`src/cpu_pkg.sv`:
```
// ********************************************************************
// Shared exception definitions for the core.
// Exception codes are 3 bits, EX_NONE means no pending exception.
// Handler address is ivtbase joined with a VECT_WIDTH-bit offset.
// ********************************************************************

package cpu_pkg;

	// Exception kinds carried down the pipeline.
	typedef enum logic [2:0] {
		EX_NONE    = 3'd0,	// No exception.
		EX_BUSERR  = 3'd1,	// Bus error.
		EX_OVERFL  = 3'd2,	// Arithmetic overflow.
		EX_ADDRERR = 3'd3,	// Address error.
		EX_RESVDI  = 3'd4,	// Reserved instruction.
		EX_BREAK   = 3'd5,	// Break trap.
		EX_SYSCALL = 3'd6,	// System call trap.
		EX_HWINTR  = 3'd7	// Hardware interrupt.
	} ex_code_t;

	parameter int VECT_WIDTH = 10;	// Low part of a handler address.

	// Handler offsets inside the vector table, 0x20 apart.
	parameter logic [VECT_WIDTH-1:0] EXVECT_RESET   = 10'h000;
	parameter logic [VECT_WIDTH-1:0] EXVECT_BUSERR  = 10'h020;
	parameter logic [VECT_WIDTH-1:0] EXVECT_OVERFL  = 10'h040;
	parameter logic [VECT_WIDTH-1:0] EXVECT_ADDRERR = 10'h060;
	parameter logic [VECT_WIDTH-1:0] EXVECT_RESVDI  = 10'h080;
	parameter logic [VECT_WIDTH-1:0] EXVECT_BREAK   = 10'h0A0;
	parameter logic [VECT_WIDTH-1:0] EXVECT_SYSCALL = 10'h0C0;
	parameter logic [VECT_WIDTH-1:0] EXVECT_HWINTR  = 10'h0E0;

	parameter logic [31:0] RESET_VECTOR = 32'hBFC0_0000;	// PC after reset.

	// Map an exception kind to its offset in the vector table.
	function automatic logic [VECT_WIDTH-1:0] ex_vector(input ex_code_t code);
		case (code)
			EX_BUSERR:  return EXVECT_BUSERR;
			EX_OVERFL:  return EXVECT_OVERFL;
			EX_ADDRERR: return EXVECT_ADDRERR;
			EX_RESVDI:  return EXVECT_RESVDI;
			EX_BREAK:   return EXVECT_BREAK;
			EX_SYSCALL: return EXVECT_SYSCALL;
			EX_HWINTR:  return EXVECT_HWINTR;
			default:    return EXVECT_RESET;	// EX_NONE falls to reset.
		endcase
	endfunction

endpackage

```
`src/coproc0_eiu.sv`:
```
// ********************************************************************
// Exception and interrupt unit of coprocessor 0.
// Strobes are sampled only on non-stalled cycles; any stall freezes all.
// A fault in stage k reaches o_except_valid after 4-k non-stalled edges.
// Younger slots are dropped when an older stage faults.
// ********************************************************************

`timescale 1ns/100ps

module coproc0_eiu import cpu_pkg::*; #(
	parameter int ADDR_WIDTH = 32
) (
	input  logic				clk,
	input  logic				nrst,
	input  logic				i_intr,			// External interrupt.
	input  logic				i_fetch_stall,
	input  logic				i_exec_stall,
	input  logic				i_mem_stall,
	input  logic				i_jump_valid,		// Branch in execute.
	input  logic [ADDR_WIDTH-VECT_WIDTH-1:0]	i_ivtbase,	// Vector table base.
	input  logic				i_ie,			// Interrupt enable.
	input  logic				i_bus_error_p0,
	input  logic				i_addr_error_p0,
	input  logic				i_decode_error_p1,
	input  logic				i_overfl_error_p2,
	input  logic				i_addr_error_p2,
	input  logic				i_syscall_trap_p2,
	input  logic				i_break_trap_p2,
	input  logic				i_bus_error_p3,
	input  logic				i_addr_error_p3,
	output logic				o_core_stall,
	output logic				o_except_start,
	output logic				o_except_dly_slt,
	output logic				o_except_valid,
	output logic [ADDR_WIDTH-1:0]		o_except_haddr,
	output ex_code_t			o_except_code,
	output logic				o_nullify_fetch,
	output logic				o_nullify_decode,
	output logic				o_nullify_execute,
	output logic				o_nullify_mem,
	output logic				o_nullify_wb
);

	ex_code_t	ex_p1;		// Code carried into decode.
	ex_code_t	ex_p2;		// Code carried into execute.
	ex_code_t	ex_p3;		// Code carried into memory.
	logic		dly_p2;		// Delay-slot flag in execute.
	logic		dly_p3;		// Delay-slot flag in memory.

	ex_code_t	ex_p1_nxt;
	ex_code_t	ex_p2_nxt;
	ex_code_t	ex_p3_nxt;
	ex_code_t	wb_code;	// Code resolved at writeback.

	logic		ex_state_p0;
	logic		ex_state_p1;
	logic		ex_state_p2;
	logic		ex_state_p3;
	logic		ex_state;

	assign o_core_stall = i_fetch_stall | i_exec_stall | i_mem_stall;	// Single stall.

	// Per-stage fault state, carried code or a fresh strobe.
	assign ex_state_p0 = i_bus_error_p0 | i_addr_error_p0;
	assign ex_state_p1 = (ex_p1 != EX_NONE) | i_decode_error_p1;
	assign ex_state_p2 = (ex_p2 != EX_NONE) | i_overfl_error_p2 | i_addr_error_p2 |
		i_syscall_trap_p2 | i_break_trap_p2;
	assign ex_state_p3 = (ex_p3 != EX_NONE) | i_bus_error_p3 | i_addr_error_p3;
	assign ex_state = ex_state_p0 | ex_state_p1 | ex_state_p2 | ex_state_p3;

	// Kill every stage younger than the oldest fault.
	assign o_nullify_fetch   = ex_state;
	assign o_nullify_decode  = ex_state;
	assign o_nullify_execute = ex_state_p1 | ex_state_p2 | ex_state_p3;
	assign o_nullify_mem     = ex_state_p2 | ex_state_p3;
	assign o_nullify_wb      = ex_state_p3;

	assign o_except_start   = ex_state_p3;	// Memory stage holds a fault.
	assign o_except_dly_slt = dly_p3;

	// Decode slot: fetch faults, else an interrupt if nothing is pending.
	always_comb
	begin
		if (ex_state_p1 | ex_state_p2 | ex_state_p3)
			ex_p1_nxt = EX_NONE;		// Nullified by an older fault.
		else if (i_bus_error_p0)
			ex_p1_nxt = EX_BUSERR;		// Bus error beats address error.
		else if (i_addr_error_p0)
			ex_p1_nxt = EX_ADDRERR;
		else if (i_intr & i_ie & ~o_except_valid)
			ex_p1_nxt = EX_HWINTR;		// Interrupt takes a free slot.
		else
			ex_p1_nxt = EX_NONE;
	end

	// Execute slot: reserved instruction replaces the carried code.
	always_comb
	begin
		if (ex_state_p2 | ex_state_p3)
			ex_p2_nxt = EX_NONE;
		else if (i_decode_error_p1)
			ex_p2_nxt = EX_RESVDI;
		else
			ex_p2_nxt = ex_p1;
	end

	// Memory slot: overflow, address, syscall, break.
	always_comb
	begin
		if (ex_state_p3)
			ex_p3_nxt = EX_NONE;
		else if (i_overfl_error_p2)
			ex_p3_nxt = EX_OVERFL;
		else if (i_addr_error_p2)
			ex_p3_nxt = EX_ADDRERR;
		else if (i_syscall_trap_p2)
			ex_p3_nxt = EX_SYSCALL;
		else if (i_break_trap_p2)
			ex_p3_nxt = EX_BREAK;
		else
			ex_p3_nxt = ex_p2;
	end

	// Writeback: own bus or address error wins over the carried code.
	always_comb
	begin
		if (i_bus_error_p3)
			wb_code = EX_BUSERR;
		else if (i_addr_error_p3)
			wb_code = EX_ADDRERR;
		else
			wb_code = ex_p3;
	end

	// Stage slot registers.
	always_ff @(posedge clk or negedge nrst)
	begin
		if (!nrst)
		begin
			ex_p1  <= EX_NONE;
			ex_p2  <= EX_NONE;
			ex_p3  <= EX_NONE;
			dly_p2 <= 1'b0;
			dly_p3 <= 1'b0;
		end
		else if (!o_core_stall)
		begin
			ex_p1  <= ex_p1_nxt;
			ex_p2  <= ex_p2_nxt;
			ex_p3  <= ex_p3_nxt;
			dly_p2 <= i_jump_valid;	// Next instruction sits in a delay slot.
			dly_p3 <= dly_p2;
		end
	end

	// Handler request, held while stalled.
	always_ff @(posedge clk or negedge nrst)
	begin
		if (!nrst)
		begin
			o_except_valid <= 1'b0;
			o_except_haddr <= '0;
			o_except_code  <= EX_NONE;
		end
		else if (!o_core_stall)
		begin
			o_except_valid <= (wb_code != EX_NONE);
			o_except_code  <= wb_code;
			if (wb_code != EX_NONE)
				o_except_haddr <= {i_ivtbase, ex_vector(wb_code)};	// Base and offset.
		end
	end

endmodule

```
`src/coproc0_regs.sv`:
```
// ********************************************************************
// Coprocessor 0 state kept between a fault and the handler return.
// All updates happen on non-stalled cycles only.
// Software write: sel 0 writes ie from bit 0, sel 1 writes ivtbase
// from the upper bits. An exception clears ie over a write or eret.
// ********************************************************************

`timescale 1ns/100ps

module coproc0_regs import cpu_pkg::*; #(
	parameter int ADDR_WIDTH = 32
) (
	input  logic				clk,
	input  logic				nrst,
	input  logic				i_core_stall,
	input  logic				i_except_start,		// Fault in memory stage.
	input  logic				i_except_dly_slt,
	input  logic				i_except_valid,		// Handler request.
	input  ex_code_t			i_except_code,
	input  logic [ADDR_WIDTH-1:0]		i_pc_p3,		// PC of memory stage.
	input  logic				i_eret,
	input  logic				i_wr_en,
	input  logic				i_wr_sel,
	input  logic [ADDR_WIDTH-1:0]		i_wr_data,
	output logic [ADDR_WIDTH-VECT_WIDTH-1:0]	o_ivtbase,
	output logic				o_ie,
	output logic [ADDR_WIDTH-1:0]		o_epc,
	output ex_code_t			o_cause,
	output logic				o_dly
);

	logic	wr_status;	// Software write of ie.
	logic	wr_ivt;		// Software write of ivtbase.

	assign wr_status = i_wr_en & ~i_wr_sel;
	assign wr_ivt    = i_wr_en & i_wr_sel;

	// Vector table base.
	always_ff @(posedge clk or negedge nrst)
	begin
		if (!nrst)
			o_ivtbase <= '0;
		else if (!i_core_stall && wr_ivt)
			o_ivtbase <= i_wr_data[ADDR_WIDTH-1:VECT_WIDTH];
	end

	// Interrupt enable.
	always_ff @(posedge clk or negedge nrst)
	begin
		if (!nrst)
			o_ie <= 1'b0;
		else if (!i_core_stall)
		begin
			if (i_except_valid)
				o_ie <= 1'b0;		// Handler entry masks interrupts.
			else if (i_eret)
				o_ie <= 1'b1;		// Return re-enables them.
			else if (wr_status)
				o_ie <= i_wr_data[0];
		end
	end

	// Return address and delay-slot flag, taken at the fault.
	always_ff @(posedge clk or negedge nrst)
	begin
		if (!nrst)
		begin
			o_epc <= '0;
			o_dly <= 1'b0;
		end
		else if (!i_core_stall && i_except_start)
		begin
			o_epc <= i_pc_p3;
			o_dly <= i_except_dly_slt;
		end
	end

	// Cause code, taken with the handler request.
	always_ff @(posedge clk or negedge nrst)
	begin
		if (!nrst)
			o_cause <= EX_NONE;
		else if (!i_core_stall && i_except_valid)
			o_cause <= i_except_code;
	end

endmodule

```
`src/fetch_pc.sv`:
```
// ********************************************************************
// Fetch program counter.
// Priority when not stalled: handler, then eret to epc, then PC+4.
// Resets to the low ADDR_WIDTH bits of RESET_VECTOR.
// ********************************************************************

`timescale 1ns/100ps

module fetch_pc import cpu_pkg::*; #(
	parameter int ADDR_WIDTH = 32
) (
	input  logic			clk,
	input  logic			nrst,
	input  logic			i_core_stall,
	input  logic			i_except_valid,		// Jump to handler.
	input  logic [ADDR_WIDTH-1:0]	i_except_haddr,
	input  logic			i_eret,			// Return from handler.
	input  logic [ADDR_WIDTH-1:0]	i_epc,
	output logic [ADDR_WIDTH-1:0]	o_pc
);

	logic [ADDR_WIDTH-1:0]	pc_nxt;

	always_comb
	begin
		if (i_except_valid)
			pc_nxt = i_except_haddr;	// Handler wins over eret.
		else if (i_eret)
			pc_nxt = i_epc;
		else
			pc_nxt = o_pc + ADDR_WIDTH'(4);	// Sequential fetch.
	end

	always_ff @(posedge clk or negedge nrst)
	begin
		if (!nrst)
			o_pc <= RESET_VECTOR[ADDR_WIDTH-1:0];
		else if (!i_core_stall)
			o_pc <= pc_nxt;		// PC holds while stalled.
	end

endmodule

```
`src/cpu_except_top.sv`:
```
// ********************************************************************
// Exception path of the core: EIU, coprocessor 0 state and fetch PC.
// Stage strobes, stalls and the memory stage PC come from outside.
// ADDR_WIDTH must exceed VECT_WIDTH.
// ********************************************************************

`timescale 1ns/100ps

module cpu_except_top import cpu_pkg::*; #(
	parameter int ADDR_WIDTH = 32
) (
	input  logic			clk,
	input  logic			nrst,
	input  logic			i_intr,
	input  logic			i_fetch_stall,
	input  logic			i_exec_stall,
	input  logic			i_mem_stall,
	input  logic			i_jump_valid,
	input  logic			i_bus_error_p0,
	input  logic			i_addr_error_p0,
	input  logic			i_decode_error_p1,
	input  logic			i_overfl_error_p2,
	input  logic			i_addr_error_p2,
	input  logic			i_syscall_trap_p2,
	input  logic			i_break_trap_p2,
	input  logic			i_bus_error_p3,
	input  logic			i_addr_error_p3,
	input  logic [ADDR_WIDTH-1:0]	i_pc_p3,
	input  logic			i_eret,
	input  logic			i_wr_en,
	input  logic			i_wr_sel,
	input  logic [ADDR_WIDTH-1:0]	i_wr_data,
	output logic [ADDR_WIDTH-1:0]	o_pc,
	output logic			o_except_valid,
	output logic [ADDR_WIDTH-1:0]	o_except_haddr,
	output ex_code_t		o_except_code,
	output logic [ADDR_WIDTH-1:0]	o_epc,
	output ex_code_t		o_cause,
	output logic			o_dly,
	output logic			o_ie,
	output logic			o_nullify_fetch,
	output logic			o_nullify_decode,
	output logic			o_nullify_execute,
	output logic			o_nullify_mem,
	output logic			o_nullify_wb
);

	logic				core_stall;	// OR of all stalls.
	logic				except_start;
	logic				except_dly_slt;
	logic [ADDR_WIDTH-VECT_WIDTH-1:0]	ivtbase;

	coproc0_eiu #(
		.ADDR_WIDTH(ADDR_WIDTH)
	) coproc0_eiu_i (
		.clk(clk),
		.nrst(nrst),
		.i_intr(i_intr),
		.i_fetch_stall(i_fetch_stall),
		.i_exec_stall(i_exec_stall),
		.i_mem_stall(i_mem_stall),
		.i_jump_valid(i_jump_valid),
		.i_ivtbase(ivtbase),
		.i_ie(o_ie),
		.i_bus_error_p0(i_bus_error_p0),
		.i_addr_error_p0(i_addr_error_p0),
		.i_decode_error_p1(i_decode_error_p1),
		.i_overfl_error_p2(i_overfl_error_p2),
		.i_addr_error_p2(i_addr_error_p2),
		.i_syscall_trap_p2(i_syscall_trap_p2),
		.i_break_trap_p2(i_break_trap_p2),
		.i_bus_error_p3(i_bus_error_p3),
		.i_addr_error_p3(i_addr_error_p3),
		.o_core_stall(core_stall),
		.o_except_start(except_start),
		.o_except_dly_slt(except_dly_slt),
		.o_except_valid(o_except_valid),
		.o_except_haddr(o_except_haddr),
		.o_except_code(o_except_code),
		.o_nullify_fetch(o_nullify_fetch),
		.o_nullify_decode(o_nullify_decode),
		.o_nullify_execute(o_nullify_execute),
		.o_nullify_mem(o_nullify_mem),
		.o_nullify_wb(o_nullify_wb)
	);

	coproc0_regs #(
		.ADDR_WIDTH(ADDR_WIDTH)
	) coproc0_regs_i (
		.clk(clk),
		.nrst(nrst),
		.i_core_stall(core_stall),
		.i_except_start(except_start),
		.i_except_dly_slt(except_dly_slt),
		.i_except_valid(o_except_valid),
		.i_except_code(o_except_code),
		.i_pc_p3(i_pc_p3),
		.i_eret(i_eret),
		.i_wr_en(i_wr_en),
		.i_wr_sel(i_wr_sel),
		.i_wr_data(i_wr_data),
		.o_ivtbase(ivtbase),
		.o_ie(o_ie),
		.o_epc(o_epc),
		.o_cause(o_cause),
		.o_dly(o_dly)
	);

	fetch_pc #(
		.ADDR_WIDTH(ADDR_WIDTH)
	) fetch_pc_i (
		.clk(clk),
		.nrst(nrst),
		.i_core_stall(core_stall),
		.i_except_valid(o_except_valid),
		.i_except_haddr(o_except_haddr),
		.i_eret(i_eret),
		.i_epc(o_epc),
		.o_pc(o_pc)
	);

endmodule

```
`config.mk`:
```
export PLATFORM = sky130hd
export DESIGN_NAME = cpu_except_top
export DESIGN_NICKNAME = d
export VERILOG_FILES = /design/src/cpu_pkg.sv /design/src/coproc0_eiu.sv /design/src/coproc0_regs.sv /design/src/fetch_pc.sv /design/src/cpu_except_top.sv
export SDC_FILE = /design/constraint.sdc
export NUM_CORES = 1
export LEC_CHECK = 0
export BUFFER_PORTS_ARGS = -buffer_cell sky130_fd_sc_hd__buf_2
export CAP_MARGIN = 20
export CORE_ASPECT_RATIO = 0.75
export CORE_MARGIN = 5
export CORE_UTILIZATION = 52
export DETAILED_ROUTE_END_ITERATION = 6
export PLACE_DENSITY = 0.8
export SLEW_MARGIN = 5
export SYNTH_ARGS = -nofsm -noshare
export SYNTH_HDL_FRONTEND = slang
export SYNTH_HIERARCHICAL = 1
export SYNTH_SLANG_ARGS = --single-unit
```
`constraint.sdc`:
```
create_clock -name clk -period 2.35 [get_ports clk]
set_input_delay 0.1175 -clock clk [delete_from_list [all_inputs] [get_ports clk]]
set_output_delay 0.1175 -clock clk [all_outputs]
set_load 0.03 [all_outputs]
```
Word level (Yosys, flattened, before mapping). Cells that the tools add are included.

Bits in registers: 138. Input bits: 83. Output and inout port bits: 110. Word-level logic and storage cells: 75.

$add $sub $neg: 1. Eq/ne operators: 7. Mux-type cells: 19. Bitwise operators: 23. Reduce and logical (&&, ||, !) cells: 11.

Operator list (number): 2-to-1 mux 32 bit (2); one-hot mux 8 bit (7 select lines) (1); 2-to-1 mux 3 bit (13); adder 32 x 3 -> 32 bit (second input constant) (1); OR 1 bit (16); nonzero test 3 bit (5); equality test 3 bit (second input constant) (4); equality test 3 x 2 -> 1 bit (second input constant) (2); AND 1 bit (4); AND reduction 2 bit (2); equality test 3 x 1 -> 1 bit (second input constant) (1); logical AND 1 bit (3); 2-to-1 mux 1 bit (3); NOT 1 bit (3); logical NOT 1 bit (1).

Depth between registers and ports, before layout. Gate-level depths: netlist (run 1).

Word-level depth: 8. Mapped depth: 9.

Cells and area by module. The synthesis (run 1) kept the hierarchy.

Modules (own cells, without submodules): fetch_pc (instances 1, cells each 297, area an instance 2429.8 µm²); coproc0_regs (instances 1, cells each 132, area an instance 2404.8 µm²); coproc0_eiu (instances 1, cells each 140, area an instance 1810.5 µm²).

Worst setup path before layout (run 1). Ideal clock, no wire load.

Path kind: register to register. Start: reg fetch_pc_i.o_pc[15]. End: reg fetch_pc_i.o_pc[30]. Setup time: 0.082 ns. Arrival time: 2.065 ns. Required time: 2.268 ns. Path slack: 0.203 ns. Stages on the path, launching flop included: 6. Period minus slack after synthesis: 2.147 ns. Path through: dfrtp_1 -> buf_2 -> nand3_1 -> or4_4 -> or4_1 -> a31oi_1.

Longest elaborated chain between the ends: 3.

RTL lines: start: declaration (RTL line fetch_pc.sv:19) `output logic [ADDR_WIDTH-1:0] o_pc`; start signal: assignment (RTL line fetch_pc.sv:37) `o_pc <= RESET_VECTOR[ADDR_WIDTH-1:0];`; start signal: assignment (RTL line fetch_pc.sv:39) `o_pc <= pc_nxt;`; adder 32 x 3 -> 32 bit (RTL line fetch_pc.sv:31) `pc_nxt = o_pc + ADDR_WIDTH'(4);`; 2-to-1 mux 32 bit (RTL line fetch_pc.sv:28) `else if (i_eret)`; 2-to-1 mux 32 bit (RTL line fetch_pc.sv:26) `if (i_except_valid)`.

Every way passes these cells. A chain may end at the register's enable or synchronous reset.

Worst setup path after layout (run 1).
Start: reg fetch_pc_i.o_pc[9]. End: reg fetch_pc_i.o_pc[30].

The elaborated chain is that of the path after synthesis.

==> flow_metrics.py, run 1 <==
metrics = {
    "status": {
        "status": "complete, no violations",
    },
    "drt": {
        "wl_per_cell_um": 20.3,
        "drc_errors": 0,
        "first_pass_iters": 5,
        "drtIter0Drc": 402,
        "drt.antenna.violating_nets": 0,
        "drt_wl_total_um": 20000,
        "viasPerCell": 5.87,
        "vias": 5774,
    },
    "power_and_ir_drop": {
        "clkPwrFrac_pct": 28.4,
        "swShare_pct": 39.0,
        "comb_power_share_pct": 33.2,
        "p_switching_w": 0.00362,
        "power.density_nw_per_um2": 1050,
        "p_leak_nw": 4.12,
        "seqPwrFrac_pct": 38.4,
        "power.internal_w": 0.00568,
        "vdd_ir_drop_max_mv": 0.760,
    },
    "setup_path": {
        "critPathMaxFanout": 9,
        "cp.arrival_ps": 2390,
        "cp-end-kind": "flip-flop",
        "crit_type": "flip-flop to flip-flop",
        "r2r_slack_ps": 290,
        "startpoint_type": "flip-flop",
        "cp.required_ps": 2670,
    },
    "floorplanning": {
        "core_area_sq_um": 12400,
        "die_height_um": 108,
        "chipWidth_um": 141,
        "start_util_pct": 53.6,
        "fp-row-count": 35,
        "io_pins": 193,
        "die_area_sq_um": 15200,
    },
    "timing": {
        "period_needed_ps": 2060,
        "rsz0062_at_grt": "false",
        "setup_viol": 0,
        "finClkSkew_ps": 10.1,
        "hold_violations": 0,
        "max_slew_margin_pct": 51.9,
        "fmax_ghz": 0.485,
        "finalSetupTns_ps": 0,
        "slew_violations": 0,
        "period_share_pct": 87.8,
        "worstMarginPinSlew_ps": 715,
    },
    "global_routing": {
        "track_usage_pct": 26.3,
        "grt_start_max_net_pins": 58,
        "grt_first_pass_wirelength_um": 31700,
        "first_global_vias": 5945,
        "antenna_found_initial": 0,
        "overflow": 0,
    },
    "logic_synthesis": {
        "netlist.area_leader.share_pct": 45.9,
        "ys_seq_elements": 131,
        "async_flop_share_pct": 100,
        "synth_top_cell_by_area": "dfrtp_1",
        "synth_edf_count": 0,
        "yosys-top-cells-area": "dfrtp_1 46%, mux2_4 10%, mux2_2 5.6%",
        "synth_seq_area_share_pct": 49.5,
        "syn_area_sq_um": 6650,
        "synth_cell_type_count": 76,
        "netlist_instances": 569,
        "postSynthAreaPerCell_sq_um": 11.7,
        "synth_ff_type": "dfrtp_1",
        "yosysWarnings": 6,
    },
    "placement": {
        "dp_hpwl_um": 13700,
        "dp.cells": 893,
        "port_buffers": 176,
        "place_congestion": 0.926,
    },
    "final_layout": {
        "final_cells": 983,
        "final_cell_mix": "175 x buf_2, 121 x dfrtp_1, 58 x dlygate4sd3_1, 46 x mux2_4, 39 x nand2_1",
        "final_common_cell": "buf_2",
        "fill_cells": 872,
        "layout-drive-gt1-share_pct": 40.9,
        "syn2layout_area_growth_pct": 32.7,
        "fin_nets": 888,
        "antennaDiodeCount": 0,
    },
    "job": {
        "maxCapViolations": 0,
    },
    "cts": {
        "cts_tree": "yes",
        "cts_sinks": 131,
        "cts_root_buf": "clkbuf_16",
        "cts_max_level": 4,
        "clk_path_buf_depth": 2,
        "clk_pin_slew_ps": 60,
        "postCtsSetupBuffers": 0,
        "cts_buffers": 17,
        "clock_latency_ps": 410,
    },
    "worst_hold_path": {
        "hp-class": "input port to flip-flop",
    },
}
[repair_timing]
action                    4_1_cts  5_1_grt
hold endpoints to repair      109        0
resized for setup               0        0
hold buffers                   58        0
[logic make-up (layout without fill, tap and decap cells)]
logic type,count (synthesis),after routing,share of synthesized area [%]
adder cells (fa/ha/maj),1,1,0.188
multiplexers,82,82,16.5
other,1,7,0.0564
flip-flops,131,131,49.5
AND/OR/NAND/NOR,157,157,13.5
buffers and inverters,58,300,5.35
AO/OA/AOI/OAI,139,139,15.0
[through the flow]
step                      setup WS [ps]  utilization, %  total power [W]  area (sq um)  hold WS, ps
after floorplan                     203               -          0.00549          6670         -178
final                               287            71.2          0.00930          8820         23.4
after detailed placement            318            61.7          0.00657          7640          122
after global placement              382            61.7          0.00643          7640          118
after CTS                           291            71.2          0.00930          8820         4.24
after global routing                148            71.2          0.00970          8820         52.1
[registers in the layout, indices dropped and copies added (netlist names), 3 cells and up]
signal and count:
coproc0_eiu_i/ex_p3 3, coproc0_eiu_i/ex_p1 3, coproc0_regs_i/o_cause 3, coproc0_regs_i/o_epc 32, coproc0_eiu_i/ex_p2 3, coproc0_eiu_i/o_except_haddr 25, coproc0_eiu_i/o_except_code 3, coproc0_regs_i/o_ivtbase 22
fetch_pc_i/o_pc 32
[cells in the mapped netlist (3+ instances only)]
cell type	n
a31oi_1	7
dfstp_2	9
or3_1	5
a41oi_1	3
o22ai_1	9
nand3_1	8
a222oi_1	4
buf_4	9
nand4_1	6
a22oi_1	16
mux2_4	46
o31ai_1	6
a21oi_1	8
nor2_1	29
nor4_1	8
o41ai_1	3
buf_6	3
a311o_1	4
dfrtp_1	122
a221o_1	5
clkbuf_1	23
nor3_1	17
nor2b_1	5
and3_1	13
a211oi_1	3
a221oi_1	5
inv_1	14
buf_12	4
a22o_1	5
nand2_1	39
and4_1	4
mux2_2	33
o21ai_0	38
[metal layers]
layer | up-vias | track usage (%) | wire length [um] | part of all wire [%]
met5 | - | 0 | 0 | 0
met4 | 0 | 7.47 | 278 | 1.4
met3 | 26 | 6.66 | 1440 | 7.2
met2 | 247 | 42.7 | 9540 | 48
met1 | 2895 | 35.4 | 8720 | 44
li1 | 2606 | - | - | -
[worst paths after layout]
check	start	endpoint	cells past startpoint
max in group asynchronous	nrst	fetch_pc_i/o_pc[27]	3
max	fetch_pc_i/o_pc[9]	fetch_pc_i/o_pc[30]	4
min in group asynchronous	nrst	coproc0_regs_i/o_epc[3]	2
min	i_overfl_error_p2	coproc0_eiu_i/ex_p3[2]	3
max reg2reg	fetch_pc_i/o_pc[9]	fetch_pc_i/o_pc[30]	4
min reg2reg	coproc0_eiu_i/o_except_dly_slt	coproc0_eiu_i/o_except_dly_slt	2
[worst max-delay path, cell delays in order (launching register included)]
cell and delay, ps:
dfrtp_1 550, nand3_4 160, or4_4 580, or4_1 510, a31oi_1 180
[power by group through the flow]
stage | combinational (W) | sequential [W] | clock [W]
final | 0.00309 | 0.00357 | 0.00264
after global routing | 0.00326 | 0.00365 | 0.00279
after CTS | 0.00308 | 0.00354 | 0.00268
after detailed placement | 0.00300 | 0.00357 | 0
after global placement | 0.00293 | 0.00350 | 0
after floorplan | 0.00114 | 0.00435 | 0
[cell type report]
cell class	count	area, sq um	area share (%)
Clock inverter	14	154	1.75
Timing Repair Buffer	253	1640	18.5
Sequential cell	131	3290	37.3
Inverter	15	58.8	0.667
Multi-Input combinational cell	386	3030	34.4
Tap cell	166	208	2.36
Clock buffer	18	439	4.98
Power figures use the tool's default switching activity.
==> run 2: changes to the inputs <==
Settings changed: CORE_UTILIZATION 52 to 45, PLACE_DENSITY 0.8 to 0.71.
==> run 2 against run 1 <==
  * Non-clock buffer count grew 5
  * Critical path depth is the same
  * Sequential share of layout area shrank 0.33 points
  * Highest routed layer unchanged
  * Routed wire length shrank 0.80%
  * Critical path type unchanged
==> flow_metrics.py, run 2 (synthesis results as in run 1) <==
metrics = {
    "final_layout": {
        "final_cell_mix": "175 x buf_2, 121 x dfrtp_1, 61 x dlygate4sd3_1, 46 x mux2_4, 39 x nand2_1",
        "antennaDiodeCount": 0,
        "final_core_util_pct": 61.5,
        "fin_nets": 893,
        "layout-drive-gt1-share_pct": 40.5,
        "final_common_cell": "buf_2",
        "largestRegisters": "coproc0_regs_i/o_epc (32), fetch_pc_i/o_pc (32), coproc0_eiu_i/o_except_haddr (25)",
        "stdcell_area_sq_um": 8900,
        "syn2layout_area_growth_pct": 33.9,
        "fill_cells": 1169,
    },
    "drt": {
        "drc_errors": 0,
        "vias": 5718,
        "viasPerCell": 5.59,
        "first_pass_iters": 5,
        "drtIter0Drc": 519,
        "drt.antenna.violating_nets": 0,
        "drt_wl_total_um": 19800,
        "wl_per_cell_um": 19.4,
    },
    "global_routing": {
        "first_global_vias": 5771,
        "antenna_found_initial": 0,
        "overflow": 0,
        "grt_first_pass_wirelength_um": 31200,
        "grt_start_max_net_pins": 60,
        "track_usage_pct": 23.0,
    },
    "timing": {
        "worstMarginPinSlew_ps": 683,
        "period_share_pct": 88.2,
        "rsz0062_at_grt": "false",
        "finalSetupTns_ps": 0,
        "finClkSkew_ps": 8.20,
        "period_needed_ps": 2070,
        "fmax_ghz": 0.483,
        "hold_violations": 0,
        "hold-worst-slack_ps": 21.6,
        "fin_ws_ps": 278,
        "setup_viol": 0,
        "max_slew_margin_pct": 54.4,
        "slew_violations": 0,
    },
    "setup_path": {
        "slowest_stage": "or4_4",
        "critPathMaxFanout": 9,
        "crit_type": "flip-flop to flip-flop",
        "cp.required_ps": 2690,
        "cp-end-kind": "flip-flop",
        "r2r_slack_ps": 280,
        "slowest_delay_ps": 580,
        "crit_chain": "nand3_4 -> or4_4 -> or4_1 -> a31oi_1",
        "cp.arrival_ps": 2410,
        "r2r_start": "fetch_pc_i/o_pc[9]",
        "startpoint_type": "flip-flop",
        "startpoint": "fetch_pc_i/o_pc[9]",
        "critical_path.top_delay_family": "simple AND/OR/NAND/NOR gates",
        "cp_num_buf_inv": 0,
    },
    "floorplanning": {
        "fp-row-count": 38,
        "start_util_pct": 46.0,
        "die_height_um": 115,
        "io_pins": 193,
        "die_area_sq_um": 17300,
        "chipWidth_um": 150,
        "core_area_sq_um": 14500,
    },
    "cts": {
        "cts_root_buf": "clkbuf_16",
        "clk_path_buf_depth": 2,
        "clock_latency_ps": 420,
        "cts_buffers": 17,
        "cts_tree": "yes",
        "clk_pin_slew_ps": 60,
        "postCtsSetupBuffers": 0,
        "cts_max_level": 4,
        "cts_sinks": 131,
    },
    "job": {
        "maxCapViolations": 0,
    },
    "placement": {
        "dp_hpwl_um": 13500,
        "place_congestion": 0.868,
        "port_buffers": 176,
        "placed_cell_area_sq_um": 7730,
        "pre_cts_ws_ps": 332,
    },
    "power_and_ir_drop": {
        "p_leak_nw": 4.14,
        "vdd_ir_drop_max_mv": 0.711,
        "power.density_nw_per_um2": 1030,
    },
    "worst_hold_path": {
        "hp-start": "i_exec_stall",
        "hp-class": "input port to flip-flop",
    },
    "status": {
        "status": "complete, no violations",
    },
}
[run 2: changes by cell type in the layout (fill, tap and decap cells not counted), sizes merged]
cell	before	now
inv	19	15
buf	195	197
bufinv	2	1
clkinvlp	3	4
clkbuf	18	23
dlygate4sd3	58	61
clkinv	5	4
[run 2: final timing paths]
check | to | depth (start not counted)
min in group asynchronous | coproc0_regs_i/o_epc[3] | 2
worst max register to register | fetch_pc_i/o_pc[30] | 4
worst max-delay path | fetch_pc_i/o_pc[30] | 4
worst min register to register | coproc0_eiu_i/o_except_dly_slt | 2
worst min-delay path | coproc0_eiu_i/o_except_dly_slt | 4
max in group asynchronous | coproc0_eiu_i/o_except_code[1] | 3
[run 2: cell type report]
type	instances	area, sq um	area share (%)
timing repair buffer	258	1710	19.2
sequential	131	3290	37.0
multi-input combinational	386	3030	34.1
inverter	15	58.8	0.661
clock buffer	23	478	5.37
clock inverter	9	80.1	0.900
tap	200	250	2.81
[run 2: tightest hold or removal path, cell delays in order]
cell and delay, ps:
buf_2 110, nor3_4 70, nand2_1 60, nand2_1 40
[run 2: per-layer routing]
| metal | up-vias | part of all wire (%) | global-route usage, % | wire [um] |
|---|---|---|---|---|
| li1 | 2607 | - | - | - |
| met1 | 2838 | 45 | 31.9 | 8870 |
| met2 | 247 | 47 | 36.2 | 9270 |
| met3 | 26 | 7.1 | 5.59 | 1420 |
| met4 | 0 | 1.4 | 6.95 | 277 |
| met5 | - | 0 | 0 | 0 |
[run 2: timing repair]
action | in CTS | in global routing
resized for setup | 0 | 0
hold buffers | 61 | 0
endpoints found under the hold margin | 109 | 0
[run 2: power by group]
group          switching, W  total [W]  internal [W]
Clock              0.000968    0.00250       0.00153
Sequential         0.000646    0.00353       0.00289
Combinational       0.00192    0.00312       0.00120
[run 2: per-stage QoR]
| step | std cells | power, W |
|---|---|---|
| floorplan | 575 | 0.00549 |
| global placement | 929 | 0.00646 |
| detailed placement | 929 | 0.00656 |
| CTS | 1022 | 0.00919 |
| global route | 1022 | 0.00957 |
| finish | 1022 | 0.00915 |
==> run 3: changes to the inputs <==
Settings changed: CTS_BUF_LIST set to sky130_fd_sc_hd__clkbuf_4 sky130_fd_sc_hd__clkbuf_8.
==> run 3 against run 2 <==
  * Power down 7.4%
  * Critical path depth unchanged
  * Clock-buffer cell count unchanged
  * Largest cell class unchanged
  * Setup slack worse by 17 ps
  * Sequential cell count unchanged
  * Final cell count up 0.49%
  * Clock power down 27%
  * Fmax down 0.83%
  * Die area unchanged
  * Via count up 0.80%
  * Critical endpoint unchanged
  * Global-route usage down 0.17 points
==> flow_metrics.py, run 3 (synthesis results as in run 1) <==
metrics = {
    "status": {
        "status": "complete, no violations",
    },
    "power_and_ir_drop": {
        "swShare_pct": 40.5,
        "seqPwrFrac_pct": 41.6,
        "power.internal_w": 0.00503,
        "finalPower_w": 0.00847,
        "clkPwrFrac_pct": 21.6,
        "p_switching_w": 0.00343,
        "power.density_nw_per_um2": 966,
        "p_leak_nw": 4.08,
        "vdd_ir_drop_max_mv": 0.580,
        "comb_power_share_pct": 36.8,
    },
    "cts": {
        "cts_root_buf": "clkbuf_8",
        "cts_resized": 0,
        "cts_tree": "yes",
        "clock_latency_ps": 440,
        "clk_path_buf_depth": 2,
        "cts_sinks": 131,
        "clk_pin_slew_ps": 80,
        "cts_max_level": 4,
        "cts_buffers": 17,
    },
    "floorplanning": {
        "chipWidth_um": 150,
        "fp-row-count": 38,
        "core_area_sq_um": 14500,
        "die_height_um": 115,
        "die_area_sq_um": 17300,
        "start_util_pct": 46.0,
        "io_pins": 193,
    },
    "timing": {
        "period_share_pct": 88.9,
        "finalSetupTns_ps": 0,
        "setup_viol": 0,
        "period_needed_ps": 2090,
        "slew_violations": 0,
        "worstMarginPinSlew_ps": 723,
        "max_slew_margin_pct": 51.4,
        "fmax_ghz": 0.479,
        "rsz0062_at_grt": "false",
        "hold_violations": 0,
        "finClkSkew_ps": 8.09,
    },
    "global_routing": {
        "grt_start_max_net_pins": 60,
        "antenna_found_initial": 0,
        "track_usage_pct": 22.9,
        "first_global_vias": 5750,
        "overflow": 0,
        "grt_first_pass_wirelength_um": 31000,
    },
    "drt": {
        "wl_per_cell_um": 19.3,
        "drtIter0Drc": 539,
        "first_pass_iters": 6,
        "drt.antenna.violating_nets": 0,
        "drt_wl_total_um": 19800,
        "viasPerCell": 5.61,
        "drc_errors": 0,
        "vias": 5764,
    },
    "setup_path": {
        "cp.arrival_ps": 2460,
        "startpoint_type": "flip-flop",
        "cp-end-kind": "flip-flop",
        "cp.required_ps": 2720,
        "crit_type": "flip-flop to flip-flop",
        "critPathMaxFanout": 9,
    },
    "final_layout": {
        "syn2layout_area_growth_pct": 31.9,
        "fill_cells": 1191,
        "final_common_cell": "buf_2",
        "final_cell_mix": "175 x buf_2, 121 x dfrtp_1, 66 x dlygate4sd3_1, 46 x mux2_4, 39 x nand2_1",
        "fin_nets": 898,
        "layout-drive-gt1-share_pct": 40.6,
        "antennaDiodeCount": 0,
        "largestRegisters": "coproc0_regs_i/o_epc (32), fetch_pc_i/o_pc (32), coproc0_eiu_i/o_except_haddr (25)",
    },
    "job": {
        "maxCapViolations": 0,
    },
    "placement": {
        "place_congestion": 0.868,
        "dp_hpwl_um": 13500,
        "port_buffers": 176,
    },
    "worst_hold_path": {
        "hp-class": "input port to flip-flop",
    },
}
run 3: timing repair:
| item | in CTS | in global routing |
|---|---|---|
| buffers inserted | 0 | 0 |
| hold buffers | 66 | 0 |
| endpoints found under the hold margin | 111 | 0 |
run 3: layout make-up:
cell class | count | area (sq um) | share of cell area, %
clock inverters | 9 | 80.1 | 0.914
well taps | 200 | 250 | 2.85
inverters | 15 | 58.8 | 0.671
clock buffers | 23 | 298 | 3.40
flip-flops and latches | 131 | 3290 | 37.5
multi-input cells | 386 | 3030 | 34.6
repair buffers | 263 | 1760 | 20.0
run 3: layer usage:
metal,vias up,GRT usage (%),part of all wire (%)
li1,2617,-,-
met1,2868,31.4,44
met2,256,36.2,47
met3,23,6.07,7.9
met4,0,6.03,1.1
met5,-,0,0
run 3: metrics by stage:
stage	std cells	hold WS, ps	instance area, sq um	setup WS, ps	util (%)
6_report	1027	44.9	8770	261	60.6
3_3_place_gp	929	120	7730	376	53.5
5_1_grt	1027	14.3	8770	155	60.6
2_1_floorplan	575	-178	6670	203	-
3_5_place_dp	929	119	7730	332	53.5
4_1_cts	1027	16.0	8770	284	60.6
run 3: worst paths after layout:
kind	from	endpoint	slack (ps)	cells after the start
max	fetch_pc_i/o_pc[16]	fetch_pc_i/o_pc[30]	260	4
min	i_fetch_stall	coproc0_eiu_i/ex_p1[1]	40	3
max reg2reg	fetch_pc_i/o_pc[16]	fetch_pc_i/o_pc[30]	260	4
min reg2reg	coproc0_eiu_i/dly_p2	coproc0_eiu_i/o_except_dly_slt	470	2
max in group asynchronous	nrst	coproc0_eiu_i/o_except_code[1]	1340	3
min in group asynchronous	nrst	coproc0_regs_i/o_epc[3]	200	2
run 3: power by group through the flow:
stage | Combinational, W | Clock [W] | Sequential, W
2_1_floorplan | 0.00114 | 0 | 0.00435
3_3_place_gp | 0.00297 | 0 | 0.00350
3_5_place_dp | 0.00303 | 0 | 0.00354
4_1_cts | 0.00312 | 0.00187 | 0.00350
5_1_grt | 0.00331 | 0.00198 | 0.00361
6_report | 0.00312 | 0.00183 | 0.00352
run 3: critical path, cell delays in order (launching register included):
cell	delay [ps]
dfrtp_1	480
nand3_1	250
or4_4	580
or4_1	530
a31oi_1	170
